==> src/verilog/open_fifo_pkg.sv <==
package open_fifo_pkg;

  // Bank geometry
  localparam int bank_depth = 4;
  localparam int bank_ptr_width = 2;

  // Whole FIFO, two banks interleaved
  localparam int fifo_depth = 2 * bank_depth;
  localparam int fifo_ptr_width = bank_ptr_width + 1;

  // Request pair, encoded as {port1, port0}
  typedef enum logic [1:0] {
    REQ_NONE  = 2'b00,
    REQ_PORT0 = 2'b01,
    REQ_BAD   = 2'b10,
    REQ_BOTH  = 2'b11
  } port_req_e;

  function automatic port_req_e to_req(input logic p0, input logic p1);
    port_req_e req;
    req = port_req_e'({p1, p0});
    return req;
  endfunction

endpackage

==> src/verilog/open_fifo_bank_if.sv <==
`timescale 1ns/1ns

interface open_fifo_bank_if
  import open_fifo_pkg::*;
#(
  parameter int data_width = 32
) ();

  // Write and read strobes toward the bank
  logic                      push;
  logic [data_width-1:0]     in_data;
  logic                      pop;

  // Head entry and status back from the bank
  logic [data_width-1:0]     out_data;
  logic                      full;
  logic                      empty;

  // Open window onto every slot
  logic [data_width-1:0]     slot [bank_depth];
  logic [bank_depth-1:0]     valid;
  logic [bank_ptr_width-1:0] rd_ptr;

  modport ctrl (
    output push, in_data, pop,
    input  out_data, full, empty, slot, valid, rd_ptr
  );

  modport bank (
    input  push, in_data, pop,
    output out_data, full, empty, slot, valid, rd_ptr
  );

endinterface

==> src/verilog/open_fifo_2w2r.sv <==
`timescale 1ns/1ns

module open_fifo_2w2r
  import open_fifo_pkg::*;
#(
  parameter int data_width = 32
) (
  input  logic                      clk,
  input  logic                      arst_n,
  // Write side
  input  logic                      push0,
  input  logic [data_width-1:0]     in_data0,
  input  logic                      push1,
  input  logic [data_width-1:0]     in_data1,
  // Read side
  input  logic                      pop0,
  input  logic                      pop1,
  output logic [data_width-1:0]     out_data0,
  output logic [data_width-1:0]     out_data1,
  // Status
  output logic                      full,
  output logic                      one_left_to_full,
  output logic                      empty,
  output logic                      one_left_to_empty,
  // Window
  output logic [data_width-1:0]     entry [fifo_depth],
  output logic [fifo_depth-1:0]     entry_valid,
  output logic [fifo_ptr_width-1:0] oldest_ptr
);

  port_req_e push_req;
  port_req_e pop_req;
  logic      push_swap;
  logic      pop_swap;

  open_fifo_bank_if #(.data_width(data_width)) even_if ();
  open_fifo_bank_if #(.data_width(data_width)) odd_if ();

  assign push_req = to_req(push0, push1);
  assign pop_req  = to_req(pop0, pop1);

  // A lone port 0 access leaves the other bank next in line
  always_ff @(posedge clk or negedge arst_n) begin
    if (!arst_n) begin
      push_swap <= 1'b0;
    end else if (push_req == REQ_PORT0) begin
      push_swap <= !push_swap;
    end
  end

  always_ff @(posedge clk or negedge arst_n) begin
    if (!arst_n) begin
      pop_swap <= 1'b0;
    end else if (pop_req == REQ_PORT0) begin
      pop_swap <= !pop_swap;
    end
  end

  // Push routing
  assign even_if.push    = push_swap ? push1 : push0;
  assign even_if.in_data = push_swap ? in_data1 : in_data0;
  assign odd_if.push     = push_swap ? push0 : push1;
  assign odd_if.in_data  = push_swap ? in_data0 : in_data1;

  // Pop routing, port 0 always sees the oldest head
  assign even_if.pop = pop_swap ? pop1 : pop0;
  assign odd_if.pop  = pop_swap ? pop0 : pop1;
  assign out_data0   = pop_swap ? odd_if.out_data : even_if.out_data;
  assign out_data1   = pop_swap ? even_if.out_data : odd_if.out_data;

  open_fifo_bank #(.data_width(data_width)) u_even (
    .clk   (clk),
    .arst_n(arst_n),
    .bif   (even_if.bank)
  );

  open_fifo_bank #(.data_width(data_width)) u_odd (
    .clk   (clk),
    .arst_n(arst_n),
    .bif   (odd_if.bank)
  );

  assign full              = even_if.full && odd_if.full;
  assign one_left_to_full  = even_if.full ^ odd_if.full;
  assign empty             = even_if.empty && odd_if.empty;
  assign one_left_to_empty = even_if.empty ^ odd_if.empty;

  // Even slots land on even entries, odd slots on odd entries
  for (genvar k = 0; k < bank_depth; k++) begin : g_window
    assign entry[2*k]         = even_if.slot[k];
    assign entry[2*k+1]       = odd_if.slot[k];
    assign entry_valid[2*k]   = even_if.valid[k];
    assign entry_valid[2*k+1] = odd_if.valid[k];
  end

  assign oldest_ptr = pop_swap ? {odd_if.rd_ptr, 1'b1} : {even_if.rd_ptr, 1'b0};

endmodule

==> src/verilog/open_fifo_bank.sv <==
`timescale 1ns/1ns

module open_fifo_bank
  import open_fifo_pkg::*;
#(
  parameter int data_width = 32
) (
  input logic            clk,
  input logic            arst_n,
  open_fifo_bank_if.bank bif
);

  logic [data_width-1:0]     mem [bank_depth];
  logic [bank_depth-1:0]     valid_q;
  logic [bank_depth-1:0]     valid_nxt;
  logic [bank_ptr_width-1:0] wr_ptr;
  logic [bank_ptr_width-1:0] rd_ptr;
  logic                      push_ok;
  logic                      pop_ok;
  logic                      full;
  logic                      empty;

  assign full  = &valid_q;
  assign empty = ~|valid_q;

  // Requests that would overrun the bank are dropped here
  assign push_ok = bif.push && !full;
  assign pop_ok  = bif.pop && !empty;

  always_comb begin
    valid_nxt = valid_q;
    if (push_ok) begin
      valid_nxt[wr_ptr] = 1'b1;
    end
    if (pop_ok) begin
      valid_nxt[rd_ptr] = 1'b0;
    end
  end

  always_ff @(posedge clk or negedge arst_n) begin
    if (!arst_n) begin
      valid_q <= '0;
    end else begin
      valid_q <= valid_nxt;
    end
  end

  always_ff @(posedge clk or negedge arst_n) begin
    if (!arst_n) begin
      wr_ptr <= '0;
    end else if (push_ok) begin
      if (wr_ptr == bank_ptr_width'(bank_depth - 1)) begin
        wr_ptr <= '0;
      end else begin
        wr_ptr <= wr_ptr + 1'b1;
      end
    end
  end

  always_ff @(posedge clk or negedge arst_n) begin
    if (!arst_n) begin
      rd_ptr <= '0;
    end else if (pop_ok) begin
      if (rd_ptr == bank_ptr_width'(bank_depth - 1)) begin
        rd_ptr <= '0;
      end else begin
        rd_ptr <= rd_ptr + 1'b1;
      end
    end
  end

  // Storage
  always_ff @(posedge clk) begin
    if (push_ok) begin
      mem[wr_ptr] <= bif.in_data;
    end
  end

  assign bif.out_data = mem[rd_ptr];
  assign bif.full     = full;
  assign bif.empty    = empty;
  assign bif.slot     = mem;
  assign bif.valid    = valid_q;
  assign bif.rd_ptr   = rd_ptr;

endmodule

==> src/verilog/open_fifo_top.sv <==
`timescale 1ns/1ns

module open_fifo_top
  import open_fifo_pkg::*;
#(
  parameter int data_width = 32
) (
  input  logic                      clk,
  input  logic                      arst_n,
  // Write side
  input  logic                      push0,
  input  logic [data_width-1:0]     in_data0,
  input  logic                      push1,
  input  logic [data_width-1:0]     in_data1,
  // Read side
  input  logic                      pop0,
  input  logic                      pop1,
  output logic [data_width-1:0]     out_data0,
  output logic [data_width-1:0]     out_data1,
  // Status
  output logic                      full,
  output logic                      one_left_to_full,
  output logic                      empty,
  output logic                      one_left_to_empty,
  // Window
  output logic [data_width-1:0]     entry [fifo_depth],
  output logic [fifo_depth-1:0]     entry_valid,
  output logic [fifo_ptr_width-1:0] oldest_ptr
);

  open_fifo_2w2r #(.data_width(data_width)) u_fifo (
    .clk              (clk),
    .arst_n           (arst_n),
    .push0            (push0),
    .in_data0         (in_data0),
    .push1            (push1),
    .in_data1         (in_data1),
    .pop0             (pop0),
    .pop1             (pop1),
    .out_data0        (out_data0),
    .out_data1        (out_data1),
    .full             (full),
    .one_left_to_full (one_left_to_full),
    .empty            (empty),
    .one_left_to_empty(one_left_to_empty),
    .entry            (entry),
    .entry_valid      (entry_valid),
    .oldest_ptr       (oldest_ptr)
  );

endmodule
==> config.mk <==
export PLATFORM = sky130hd
export DESIGN_NAME = open_fifo_top
export DESIGN_NICKNAME = d
export VERILOG_FILES = /design/src/verilog/open_fifo_pkg.sv /design/src/verilog/open_fifo_bank_if.sv /design/src/verilog/open_fifo_2w2r.sv /design/src/verilog/open_fifo_bank.sv /design/src/verilog/open_fifo_top.sv
export SDC_FILE = /design/constraint.sdc
export NUM_CORES = 1
export LEC_CHECK = 0
export ABC_AREA = 1
export BUFFER_PORTS_ARGS = -buffer_cell sky130_fd_sc_hd__buf_2
export CORE_MARGIN = 1.5
export CORE_UTILIZATION = 51
export CTS_CLUSTER_DIAMETER = 100
export DETAILED_ROUTE_END_ITERATION = 6
export PLACE_DENSITY = 0.78
export SYNTH_ARGS = -nofsm -noshare
export SYNTH_HDL_FRONTEND = slang
export SYNTH_SLANG_ARGS = --single-unit
==> constraint.sdc <==
create_clock -name clk -period 2.65 [get_ports clk]
set_input_delay 0.265 -clock clk [delete_from_list [all_inputs] [get_ports clk]]
set_output_delay 0.265 -clock clk [all_outputs]
set_load 0.05 [all_outputs]
==> results.json, run 1 <==
{
  "timing.rr.end": "u_fifo.u_odd.bif.slot[10]$_DFFE_PP_",
  "synth.distinct_cells": 18,
  "cts_tree": "built",
  "rows": 56,
  "synthCells": 1192,
  "post_synth_mux_area_share_pct": 0,
  "synth_area_leaders": "edfxtp_1, nand2_1, nand3_1",
  "finalNonFillerCells": 1927,
  "holdCritPathClass": "input pin to register",
  "ant_nets": 0,
  "r2r-start": "u_fifo.push_swap$_DFFE_PN0N_",
  "post-dp-hpwl_um": 31170,
  "gp_congestion": 0.9359,
  "maxSlewViolCount": 0,
  "die_width_um": 158.3,
  "htree_levels": 1,
  "antenna_found_initial": 3,
  "dp.cells": 1871,
  "grt.overflow.total": 0,
  "insertion_delay_ps": 540,
  "startpoint_type": "register",
  "wl_per_cell_um": 22.86,
  "synth_top_family_by_area": "simple AND/OR/NAND/NOR gates",
  "maxCapViolations": 0,
  "setup_viol_count_final": 0,
  "holdPathStages": 3,
  "cts_setup_buffers": 0,
  "pin_count": 405,
  "cts_buffer_depth": 3,
  "core_area_um2": 23540,
  "die_y_um": 158.3,
  "endpoint_kind": "output port",
  "grt_max_degree": 68,
  "clock_skew_ps": 12.90,
  "avgSynthCellArea_um2": 10.32,
  "crit_type": "register to output port",
  "drc": 0,
  "cts-buffers-inserted": 28,
  "wirelength_um": 44040,
  "drive_gt1_share_pct": 30.45,
  "grt_pass1_vias": 9923,
  "hold_end": "u_fifo.pop_swap$_DFFE_PN0N_",
  "clock-sinks": 274,
  "synthXorXnorAreaFrac_pct": 0,
  "critical_path.max_fanout": 26,
  "synthAdderAreaFrac_pct": 1.831,
  "cts-root-buf": "clkbuf_16",
  "layout_common_cells": "buf_2, nand2_1, edfxtp_1, nand3_1, o21ai_0",
  "worst-r2r-cell-count": 6,
  "ys_seq_elements": 274,
  "critPathArrivalTime_ps": 2340,
  "grt.total_usage_pct": 33.65,
  "fp.dieArea_um2": 25060,
  "via_count": 10946,
  "syn_area_um2": 12300,
  "area_delta_synth_final_pct": 27.08,
  "timing.final.crit_share_pct": 98.22,
  "synth.top_cell.area_share_pct": 62.48,
  "synth_compound_area_share_pct": 5.939,
  "io_buffers": 404,
  "finalCriticalPeriod_ps": 2603,
  "worst_slew_pin_slew_ps": 849.4,
  "start_util_pct": 52.26,
  "hold_violations": 0,
  "ys_seq_area_share_pct": 66.14,
  "drt-initial-drc-count": 1193,
  "holdCritStartpoint": "pop0",
  "max_clock_freq_ghz": 0.3842,
  "ff2ff_setup_slack_ps": 510,
  "grt_pass1_wl_um": 60350,
  "yosysTopAreaCell": "edfxtp_1",
  "hold_slack_ps": 50.88,
  "final_nets": 1674,
  "synth_simple_gate_area_share_pct": 20.73,
  "vias_per_cell": 5.680,
  "slew_headroom_pct": 42.77,
  "layout_commonest_cell": "buf_2",
  "status": "completed",
  "clk_pin_slew_ps": 60,
  "firstDrtPassIters": 6,
  "syn-num-nets": 1280,
  "yosys_warnings": 0,
  "crit_required_ps": 2380
}
==> critical path: stages (launching register included) <==
cell and delay, ps:
dfrtp_2 430, clkinv_2 250, clkbuf_16 290, nand2_1 70
nand3_1 70, nand2_1 160, o21ai_1 220, buf_2 300
==> synthesized netlist by cell type <==
cell type and n:
inv_2 6, nand2_1 384, nand3_1 202, o21ai_0 84
nand2_2 4, nor2_1 16, ha_1 18, dfrtp_1 18
a21oi_1 10, or2_2 2, buf_2 35, inv_1 68
buf_1 3, buf_6 1, buf_4 16, o21ai_1 52
clkbuf_1 17, edfxtp_1 256
==> how the worst max path moves through the flow <==
stage / from / endpoint / slack (ps)
5_1_grt: u_fifo.u_even.bif.rd_ptr[0]$_DFFE_PN0P_ / out_data0[23] / -2
4_1_cts: u_fifo.u_even.bif.rd_ptr[0]$_DFFE_PN0P_ / out_data0[1] / 9
6_report: u_fifo.u_even.bif.rd_ptr[0]$_DFFE_PN0P_ / out_data0[24] / 50
3_3_place_gp: u_fifo.u_odd.bif.rd_ptr[0]$_DFFE_PN0P_ / out_data1[27] / 490
3_5_place_dp: u_fifo.u_odd.bif.rd_ptr[0]$_DFFE_PN0P_ / out_data1[27] / 470
2_1_floorplan: u_fifo.u_odd.bif.slot[79]$_DFFE_PP_ / out_data0[15] / 430
==> sequential cells by signal, indices dropped and copies added (netlist names) <==
name,cells
u_fifo.u_odd.bif.rd_ptr,2
u_fifo.pop_swap,1
u_fifo.u_odd.bif.slot,128
u_fifo.u_even.bif.valid,4
u_fifo.u_odd.wr_ptr,2
u_fifo.u_odd.bif.valid,4
u_fifo.u_even.bif.rd_ptr,2
u_fifo.push_swap,1
u_fifo.u_even.wr_ptr,2
u_fifo.u_even.bif.slot,128
==> logic make-up after synthesis <==
logic type,count (synthesis)
AO/OA/AOI/OAI,146
adder cells (fa/ha/maj),18
buffers and inverters,146
flip-flops,274
AND/OR/NAND/NOR,608
==> routing by layer <==
metal | track usage [%] | vias to the layer above | share of wire (%)
met5 | 0 | - | 0.041
met4 | 23.01 | 4 | 7.5
met3 | 10.10 | 165 | 11
met2 | 57.27 | 815 | 49
met1 | 36.08 | 5076 | 33
li1 | - | 4886 | -
==> area by class of cell <==
class                           count  area (um2)
Multi-Input combinational cell    772        3513
Antenna cell                        2       5.005
Clock buffer                       41       790.8
Tap cell                          319       399.1
Fill cell                        1815        7908
Clock inverter                      9       93.84
Inverter                           74       286.5
Sequential cell                   274        8145
Timing Repair Buffer              436        2401
==> through the flow <==
step	worst slack [ps]	utilization [%]	setup TNS, ps	instance area (um2)
3_3_place_gp	489.3	62.15	0	14630
2_1_floorplan	434.2	-	0	12300
3_5_place_dp	474.9	62.15	0	14630
6_report	47.21	66.41	0	15640
5_1_grt	-1.926	66.39	-1.926	15630
4_1_cts	9.248	66.03	0	15540
==> timing repair <==
item,CTS,global route
hold buffers,2,0
endpoints found under the hold margin,19,0
pin swaps,0,0
setup endpoints to repair,34,51
cloned,0,2
gates resized for setup,3,13
Power of run 1 is not shown: default switching activity piles up to over one toggle a cycle in this logic, so the estimate is an artifact.
==> run 2, diff against run 1 <==
--- a/config.mk
+++ b/config.mk
@@ -8,10 +8,10 @@
 export ABC_AREA = 1
 export BUFFER_PORTS_ARGS = -buffer_cell sky130_fd_sc_hd__buf_2
 export CORE_MARGIN = 1.5
-export CORE_UTILIZATION = 51
+export CORE_UTILIZATION = 43
 export CTS_CLUSTER_DIAMETER = 100
 export DETAILED_ROUTE_END_ITERATION = 6
-export PLACE_DENSITY = 0.78
+export PLACE_DENSITY = 0.68
 export SYNTH_ARGS = -nofsm -noshare
 export SYNTH_HDL_FRONTEND = slang
 export SYNTH_SLANG_ARGS = --single-unit
==> constraint.sdc (replaced) <==
create_clock -name clk -period 2.9 [get_ports clk]
set_input_delay 0.29 -clock clk [delete_from_list [all_inputs] [get_ports clk]]
set_output_delay 0.29 -clock clk [all_outputs]
set_load 0.05 [all_outputs]
==> run 2 against run 1 <==
Core utilization decreased by 9.8 points. Critical path depth decreased by 1. Worst setup slack improved by 120 ps. Final cell count increased by 2.9%. Hold slack got worse by 20 ps. Critical endpoint is now out_data1[13]. Wire length decreased by 1.7%. Final area increased by 1.1%. Clock-buffer cell count decreased by 6. Register-to-register slack improved by 420 ps. First-iteration DRC count decreased by 32%. Global-route usage decreased by 5.3 points.
==> results.json, run 2 (same netlist as run 1, synthesis figures left out) <==
{
  "status": "completed",
  "ff2ff_setup_slack_ps": 930,
  "critPathArrivalTime_ps": 2450,
  "post-dp-hpwl_um": 32060,
  "wl_per_cell_um": 21.85,
  "use_met2_pct": 51.26,
  "layout_commonest_cell": "buf_2",
  "drt-initial-drc-count": 811,
  "cts-buffers-inserted": 28,
  "path_cells": "buf_4 > nand2_1 > nand3_1 > nand2_1 > o21ai_1 > buf_2",
  "vias_per_cell": 5.273,
  "rows": 61,
  "rsz0062_at_grt": "false",
  "timing.final.crit_share_pct": 94.37,
  "fin_tns_setup_ps": 0,
  "clk_pin_slew_ps": 60,
  "hold_violations": 0,
  "die_y_um": 172.2,
  "worst_slew_pin_slew_ps": 916.7,
  "fp.dieArea_um2": 29640,
  "grt_pass1_wl_um": 60230,
  "slowest_stage": "buf_4",
  "cts-root-buf": "clkbuf_16",
  "pin_count": 405,
  "startpoint_type": "register",
  "worst_path_largest_cell_delay_ps": 590,
  "drive_gt1_share_pct": 30.46,
  "r2r-start": "u_fifo.push_swap$_DFFE_PN0N_",
  "final_nets": 1668,
  "grt_use_met3_pct": 7.897,
  "holdCritPathClass": "input pin to register",
  "cts_buffer_depth": 3,
  "io_buffers": 404,
  "critPathLaunch": "u_fifo.u_even.bif.rd_ptr[0]$_DFFE_PN0P_",
  "start_util_pct": 44.04,
  "layout_common_cells": "buf_2, nand2_1, edfxtp_1, nand3_1, o21ai_0",
  "crit_path_frequent_cell": "nand2_1",
  "ant_nets": 0,
  "crit_required_ps": 2610,
  "setup_viol_count_final": 0,
  "firstDrtPassIters": 5,
  "wirelength_um": 43300,
  "grt.total_usage_pct": 28.35,
  "grt-busiest-layer": "met2",
  "crit_type": "register to output port",
  "finalCriticalPeriod_ps": 2737,
  "via_count": 10452,
  "grt_pass1_vias": 9703,
  "grt_max_degree": 73,
  "antenna_found_initial": 5,
  "gp_congestion": 0.8833,
  "max_clock_freq_ghz": 0.3654,
  "cts_tree": "built",
  "die_width_um": 172.2,
  "met1_usage_pct": 29.61,
  "endpoint_kind": "output port",
  "timing.rr.end": "u_fifo.u_odd.bif.slot[72]$_DFFE_PP_",
  "maxCapViolations": 0,
  "worst-r2r-cell-count": 4,
  "area_delta_synth_final_pct": 28.46,
  "insertion_delay_ps": 550,
  "core_area_um2": 27930,
  "htree_levels": 1,
  "clock-sinks": 274,
  "endpoint": "out_data1[13]",
  "drc": 0,
  "maxSlewViolCount": 0,
  "critical_path.max_fanout": 67,
  "grt.overflow.total": 0,
  "slew_headroom_pct": 38.24,
  "clock_skew_ps": 16.41
}
## run 2: cell types whose count changed in the layout (fill, tap and decap cells not counted), moves of 2 or more
cell / previous run / this run
clkinv_2: 4 / 6
inv_2: 4 / 6
buf_12: 5 / 16
buf_4: 24 / 14
bufinv_16: 2 / 5
o21ai_2: 2 / 0
clkbuf_16: 31 / 28
clkbuf_4: 2 / 0
clkbuf_1: 10 / 6
## run 2: final cells by class
cell class	instances	area [um2]
Antenna cell	2	5.005
Clock buffer	35	737.0
Clock inverter	17	224.0
Fill cell	2429	12130
Inverter	74	277.8
Multi-Input combinational cell	772	3506
Sequential cell	274	8143
Tap cell	378	473.0
Timing Repair Buffer	430	2439
## run 2: how the worst min path moves through the flow
| stage | end | slack [ps] | from | cells past startpoint |
|---|---|---|---|---|
| detailed placement | u_fifo.u_even.bif.valid[1]$_DFF_PN0_ | 260 | arst_n | 1 |
| floorplan | u_fifo.pop_swap$_DFFE_PN0N_ | -6 | arst_n | 0 |
| global placement | u_fifo.u_even.bif.valid[1]$_DFF_PN0_ | 260 | arst_n | 1 |
| global route | u_fifo.push_swap$_DFFE_PN0N_ | 50 | push1 | 3 |
| CTS | u_fifo.pop_swap$_DFFE_PN0N_ | 7 | pop1 | 3 |
| finish | u_fifo.pop_swap$_DFFE_PN0N_ | 30 | pop1 | 3 |
## run 2: metrics by stage
stage          utilization, %  setup slack [ps]  hold slack (ps)  cell area [um2]  instances
5_1_grt                 56.58             30.61            52.58            15800       1982
6_report                56.58             163.2            30.59            15800       1982
3_5_place_dp            53.07             709.2            260.9            14820       1927
2_1_floorplan               -             659.2           -5.591            12300       1192
4_1_cts                 56.54             126.7            7.202            15800       1980
3_3_place_gp            53.07             749.9            258.6            14820       1927
## run 2: what timing repair did
item                       4_1_cts  5_1_grt
buffers inserted                 0        0
hold buffers                     1        0
resized for setup                0        1
setup endpoints to repair        0        1
hold endpoints to repair        18        0
## run 2: per-layer routing
metal	share of wire, %	wire length (um)
met1	34	14650
met3	9.2	3962
met5	0.079	34
met2	51	22000
met4	6.1	2654
## run 2: worst max-delay path: cells and delay by family, from the launching register on
| family | cells | cell delay [ps] |
|---|---|---|
| and+or+nand+nor | 3 | 410 |
| AOI/OAI and AO/OA | 1 | 220 |
| DFF | 1 | 360 |
| buffers and inverters | 2 | 890 |
Power of run 2 is left out for the same reason.
